## src/hw/icache_pkg.sv

```systemverilog
`default_nettype none

package icache_pkg;

  // ------------------------------------------------------------------
  // Cache geometry
  // ------------------------------------------------------------------

  localparam int ICACHE_ADDR_WIDTH  = 32;
  localparam int ICACHE_DATA_WIDTH  = 32;
  localparam int ICACHE_LINE_WIDTH  = 128;
  localparam int ICACHE_NO_OF_SETS  = 64;
  localparam int ICACHE_OFFSET_BITS = 4;                         // Byte offset within a line.
  localparam int ICACHE_IDX_BITS    = 6;
  localparam int ICACHE_TAG_LSB     = ICACHE_OFFSET_BITS + ICACHE_IDX_BITS;
  localparam int ICACHE_TAG_BITS    = ICACHE_ADDR_WIDTH - ICACHE_TAG_LSB;

  // ------------------------------------------------------------------
  // Fetch and memory port structs
  // ------------------------------------------------------------------

  typedef struct packed {
    logic                         req;                           // Held until ack is seen.
    logic [ICACHE_ADDR_WIDTH-1:0] addr;
  } type_if2icache_s;

  typedef struct packed {
    logic                         ack;                           // One-cycle pulse.
    logic [ICACHE_DATA_WIDTH-1:0] data;
  } type_icache2if_s;

  typedef struct packed {
    logic                         req;
    logic [ICACHE_ADDR_WIDTH-1:0] addr;                          // Low 4 bits are ignored.
  } type_icache2mem_s;

  typedef struct packed {
    logic                         ack;
    logic [ICACHE_LINE_WIDTH-1:0] data_line;                     // Valid while ack is high.
  } type_mem2icache_s;

  // One stored cache line.
  typedef struct packed {
    logic                         valid;
    logic [ICACHE_TAG_BITS-1:0]   tag;
    logic [ICACHE_LINE_WIDTH-1:0] data_line;
  } type_icache_line_s;

  // Controller states.
  typedef enum logic [1:0] {
    ICACHE_IDLE,
    ICACHE_LOOKUP,
    ICACHE_MISS,
    ICACHE_REFILL
  } type_icache_state_e;

endpackage

`default_nettype wire

```

## src/hw/icache_controller.sv

```systemverilog
`timescale 1ns/1ps
`default_nettype none

module icache_controller (
  input  wire  clk_i,
  input  wire  rst_ni,

  input  wire  flush_i,
  input  wire  fetch_req_i,
  input  wire  cache_hit_i,
  input  wire  mem_ack_i,

  output logic fetch_ack_o,
  output logic mem_req_o,
  output logic cache_rw_o,
  output logic cache_flush_o
);
  import icache_pkg::*;

  type_icache_state_e state_q;
  type_icache_state_e state_d;

  logic fetch_ack_q;
  logic fetch_ack_d;
  logic flush_q;
  logic flush_d;
  logic flush_pend_q;
  logic flush_pend_d;
  logic flush_now;
  logic start_lookup;

  // ------------------------------------------------------------------
  // Next state logic
  // ------------------------------------------------------------------

  assign flush_now = flush_i || flush_pend_q;

  // No new lookup while the previous ack is out or the lines are being cleared.
  assign start_lookup = fetch_req_i && !fetch_ack_q && !flush_q;

  always_comb begin
    state_d      = state_q;
    fetch_ack_d  = 1'b0;
    flush_d      = 1'b0;
    flush_pend_d = flush_pend_q;

    unique case (state_q)
      ICACHE_IDLE: begin
        if (flush_now) begin
          flush_d      = 1'b1;
          flush_pend_d = 1'b0;
        end else if (start_lookup) begin
          state_d = ICACHE_LOOKUP;
        end
      end
      ICACHE_LOOKUP: begin
        if (cache_hit_i) begin
          fetch_ack_d = 1'b1;
          state_d     = ICACHE_IDLE;
        end else begin
          state_d = ICACHE_MISS;
        end
      end
      ICACHE_MISS: begin
        if (mem_ack_i) begin
          state_d = ICACHE_REFILL;                               // Line is written this cycle.
        end
      end
      ICACHE_REFILL: begin
        state_d = ICACHE_LOOKUP;
      end
      default: begin
        state_d = ICACHE_IDLE;
      end
    endcase

    if (flush_i && (state_q != ICACHE_IDLE)) begin
      flush_pend_d = 1'b1;                                       // Served on return to idle.
    end
  end

  // ------------------------------------------------------------------
  // State registers
  // ------------------------------------------------------------------

  always_ff @(posedge clk_i) begin
    if (!rst_ni) begin
      state_q      <= ICACHE_IDLE;
      fetch_ack_q  <= 1'b0;
      flush_q      <= 1'b0;
      flush_pend_q <= 1'b0;
    end else begin
      state_q      <= state_d;
      fetch_ack_q  <= fetch_ack_d;
      flush_q      <= flush_d;
      flush_pend_q <= flush_pend_d;
    end
  end

  assign fetch_ack_o   = fetch_ack_q;
  assign cache_flush_o = flush_q;
  assign mem_req_o     = (state_q == ICACHE_MISS);
  assign cache_rw_o    = (state_q == ICACHE_MISS) && mem_ack_i;

endmodule

`default_nettype wire

```

## config.mk

```make
export PLATFORM = sky130hd
export DESIGN_NAME = icache_controller
export DESIGN_NICKNAME = d
export VERILOG_FILES = /design/src/hw/icache_pkg.sv /design/src/hw/icache_controller.sv
export SDC_FILE = /design/constraint.sdc
export NUM_CORES = 1
export LEC_CHECK = 0
export ABC_AREA = 1
export BUFFER_PORTS_ARGS = -buffer_cell sky130_fd_sc_hd__clkbuf_2
export CAP_MARGIN = 10
export CORE_AREA = 5 5 42 44
export CTS_BUF_LIST = sky130_fd_sc_hd__clkbuf_4 sky130_fd_sc_hd__clkbuf_8 sky130_fd_sc_hd__clkbuf_16
export DETAILED_ROUTE_END_ITERATION = 6
export DIE_AREA = 0 0 47 49
export PLACE_DENSITY_LB_ADDON = 0.12
export SETUP_SLACK_MARGIN = 0.1
export SLEW_MARGIN = 20
export SYNTH_ARGS = -nofsm -noshare
export SYNTH_HDL_FRONTEND = slang
export SYNTH_SLANG_ARGS = --single-unit
```

## constraint.sdc

```tcl
create_clock -name clk_i -period 1.4 [get_ports clk_i]
set_clock_uncertainty 0.15 [all_clocks]
set_input_delay 0.07 -clock clk_i [delete_from_list [all_inputs] [get_ports clk_i]]
set_output_delay 0.07 -clock clk_i [all_outputs]
set_load 0.05 [all_outputs]
```

# Word-level counts from Yosys, hierarchy flattened
# Cells that the tools add are included.
# word_totals
ff_bits,5
input_bits,6
out_inout_bits,4
wordCells,35
# op_classes
n_mux,10
eq_ne,6
n_reduce_logical,15
# ops
op,n
$mux W2,4
$pmux W2 S4,1
$ne A2 B2 Y1 const B,3
$reduce_and A2 Y1,3
$reduce_bool A2 Y1,3
$mux W1,5
$eq A2 B2 Y1 const B,2
$logic_and A1 B1 Y1,4
$reduce_and A3 Y1,1
$eq A2 B1 Y1 const B,1
$logic_not A1 Y1,2
$logic_not A2 Y1,1
$logic_or A1 B1 Y1,1

# Logic depth before layout (Yosys ltp)
# logic_depth
ltp_word,6
ltp_mapped,8
ltp_nobuf,8

# Worst setup path before layout
# OpenSTA, ideal clock, no wires.
# synth_path
path_type,register to register
start,reg state_q[0]
end,reg state_q[0]
synth_period_minus_slack_ns,1.620
n_path_buf,0
setup_slack_ns,-0.220
stages_incl_launch_ff,8
setup_time_ns,0.115
t_arrival_ns,1.355
required_ns,1.135
path_cell_list,dfxtp_1 -> inv_1 -> ha_1 -> inv_1 -> nor2_4 -> nor2_4 -> a21oi_1 -> nor2_1
# synth_between
elab_chain_len,3
elab_cells_between_ends,9
classes_between,6 x eq/ne; 1 x mux; 2 x reduce/logical
# synth_rtl
item,line_no,text
start: declaration,icache_controller.sv:20,type_icache_state_e state_q;
start signal: assignment,icache_controller.sv:93,state_q <= state_d;
$eq A2 B2 Y1 (*),--,
via mem_req_o,icache_controller.sv:14,"output logic mem_req_o,"
$ne A2 B2 Y1 (no line),--,
$reduce_and A3 Y1 (no line),--,
# Mark *: on every way through the listed nets, which the timed path passes. The rest lies on a longest branch.
# A chain may end at the register's enable or synchronous reset.

# Worst setup path after layout
# layout_path
start,reg state_q[1]
end,out cache_rw_o
# layout_between
elab_chain_len,2
# layout_rtl
item,line_no,text
$eq A2 B2 Y1,icache_controller.sv:103,assign cache_rw_o = (state_q == ICACHE_MISS) && mem_ack_i;
$logic_and A1 B1 Y1,icache_controller.sv:103,
end: declaration,icache_controller.sv:15,"output logic cache_rw_o,"
# Every way passes these cells.

==> reports/qor.yml <==
die:
  coreArea_um2: 1400
  die_width_um: 47
  placementRows: 14
  die_h_um: 49
  initial_core_util_pct: 20.1
  die-area_um2: 2300
  io_pins: 10
routing:
  post_drt_via_cell_ratio: 3.94
  first_iter_violations: 1
  via_count: 284
  dr.pass1.iters: 2
  drcViolationCount: 0
  antenna_left: 0
  routed_wl_um: 646
  wl_per_cell_um: 8.97
worst_setup_path:
  cp-end-kind: "output pin"
  r2r_setup_slack_ns: 0.12
  crit_path_cell_trace: "buf_6, ha_4, nand2_1, inv_2, buf_8"
  criticalPathCategory: "flip-flop to output pin"
  worst_ep_required_time_ns: 1.18
  slowest_stage: "dfxtp_2"
  crit_path_max_incr_delay_ns: 0.32
  worst-path-max-fanout: 3
  critPathArrivalTime_ns: 1.09
  startpoint_type: "flip-flop"
place:
  place_ws_ns: 0.0371
  place_area_um2: 369
  portBuffers: 9
  place.gp.congestion: 0.736
layout:
  antenna_cells: 0
  nets: 66
  layout-drive-gt1-share_pct: 62.5
  fin_area_um2: 505
  syn_to_final_growth_pct: 79.6
sta:
  fmax_ghz: 0.765
  rsz0062_at_grt: "true"
  hold_viol_final: 0
  setup_tns_ns: 0
  final.period_utilization_pct: 93.4
  setup_slack_ns: 0.0921
  min_period_ns: 1.31
  max_slew_margin_pct: 81.6
  slew_violations: 0
  finalSetupViolations: 0
  tightest_slew_ns: 0.277
synth:
  seq_area_frac_synth_pct: 35.6
  syn_inst: 38
  synth_top_area_share_pct: 35.6
  async_reset_ff_share_pct: 0
  synth_cell_types: 12
  ys_ff_latch: 5
  syn_area_um2: 282
  synth_area_leader_cell: "dfxtp_1"
  ys_top_cells_by_area: "dfxtp_1 36%, ha_1 13%, nand2_1 11%"
  synth_most_common_cell: "nand2_1"
  synth_edf_count: 0
  netlist_top_cells_count: "8 x nand2_1, 7 x inv_1, 5 x dfxtp_1"
  yosysWarningCount: 0
  syn_area_per_cell_um2: 7.41
  synth_nets: 47
  ys.flop_type: "dfxtp_1"
global_routing:
  met1_usage_pct: 7.30
  grt_pass1_wl_um: 1080
  use_met3_pct: 6.64
  antenna_found_initial: 0
  met2_usage_pct: 9.05
  grt_max_degree: 5
  grt_overflow: 0
  busiest_layer: "met2"
  track_usage_pct: 7.27
  grt_pass1_vias: 247
clocking:
  cts_buffers: 3
  root_buffer: "clkbuf_4"
  cts_buffer_depth: 2
  cts.sinks: 5
  cts.clk_slew.worst_paths_ns: 0.05
  cts_tree: "done"
  h-tree-depth: 1
  clk_latency_ns: 0.24
power:
  total_power_w: 0.00104
  p_leak_nw: 0.233
  ir_drop_uv: 617
  pwr_density_cell_nw_per_um2: 2060
outcome:
  status: "finished clean"
run:
  drv_cap: 0
worst_hold_path:
  hp-class: "primary input to flip-flop"
==> cells in the final DEF, fill, tap and decap left out <==
master | Yosys | layout
buf_6 | 0 | 1
nor2_4 | 2 | 4
dfxtp_2 | 0 | 3
clkbuf_4 | 0 | 5
a21oi_1 | 2 | 2
dfxtp_4 | 0 | 1
nand2_1 | 8 | 7
buf_4 | 0 | 1
nand3_2 | 0 | 2
buf_8 | 0 | 1
inv_4 | 0 | 3
clkbuf_2 | 0 | 7
nor3_1 | 2 | 2
nand3b_1 | 1 | 1
inv_1 | 7 | 3
inv_2 | 1 | 2
nand2_2 | 0 | 1
ha_2 | 0 | 1
ha_4 | 0 | 2
nor2_1 | 3 | 2
dlygate4sd3_1 | 0 | 3
nor2_2 | 2 | 1
dfxtp_1 | 5 | 1
==> worst max-delay path: cells and delay by family, from the launching register on <==
kind	cells	cell delay [ns]
fa+ha+maj	1	0.16
flops	1	0.32
buf+inv	3	0.30
simple gates	1	0.07
==> state kept, by name (all words and copies together), names as in the netlist <==
register and cells:
cache_flush_o 1, state_q 2, flush_pend_q 1, fetch_ack_o 1
==> final cells by class <==
| cell class | instances | area, µm² |
|---|---|---|
| sequential | 5 | 108 |
| inverter | 8 | 37.5 |
| clock buffer | 4 | 30.0 |
| tap | 16 | 20.0 |
| multi-input combinational | 25 | 204 |
| timing repair buffer | 14 | 106 |
| fill | 152 | 896 |
==> kinds of logic after synthesis <==
| logic type | synth area share, % |
|---|---|
| and+or+nand+nor | 36.9 |
| buffers and inverters | 10.7 |
| DFF | 35.6 |
| adders and majority gates | 13.3 |
| AOI/OAI and AO/OA | 3.56 |
==> timing repair <==
action                                 in CTS  in global routing
setup endpoints to repair                   4                  3
pin swaps                                   0                  4
resized for setup                           9                 14
setup buffers                               0                  1
hold buffers                                3                  0
endpoints found under the hold margin       5                  0
==> where the power goes <==
part	internal, W	total, W	switching [W]	leakage (nW)
logic	0.000270	0.000625	0.000356	0.171
registers	0.000194	0.000227	0.0000327	0.0429
clock network	0.000127	0.000191	0.0000640	0.0184
==> through the flow <==
step | std cells | hold WS [ns] | utilization, %
after floorplan | 38 | 0.0339 | -
after global placement | 64 | 0.170 | 26.3
after detailed placement | 64 | 0.161 | 26.3
after CTS | 71 | 0.155 | 32.4
after global routing | 72 | 0.200 | 36.1
final | 72 | 0.153 | 36.1
==> per-layer routing <==
metal	wire, µm	vias to the layer above
met3	65	3
met4	20	0
met5	0	-
met2	303	9
met1	256	119
li1	-	153
==> final timing paths <==
kind / startpoint / to / cells past startpoint
min reg2reg: state_q[0]$_SDFFE_PN0P_ / state_q[0]$_SDFFE_PN0P_ / 2
min: mem_ack_i / state_q[0]$_SDFFE_PN0P_ / 6
max reg2reg: state_q[1]$_SDFFE_PN0P_ / state_q[1]$_SDFFE_PN0P_ / 8
max: state_q[1]$_SDFFE_PN0P_ / cache_rw_o / 5
Note: power is estimated with default switching activity, not from simulation.
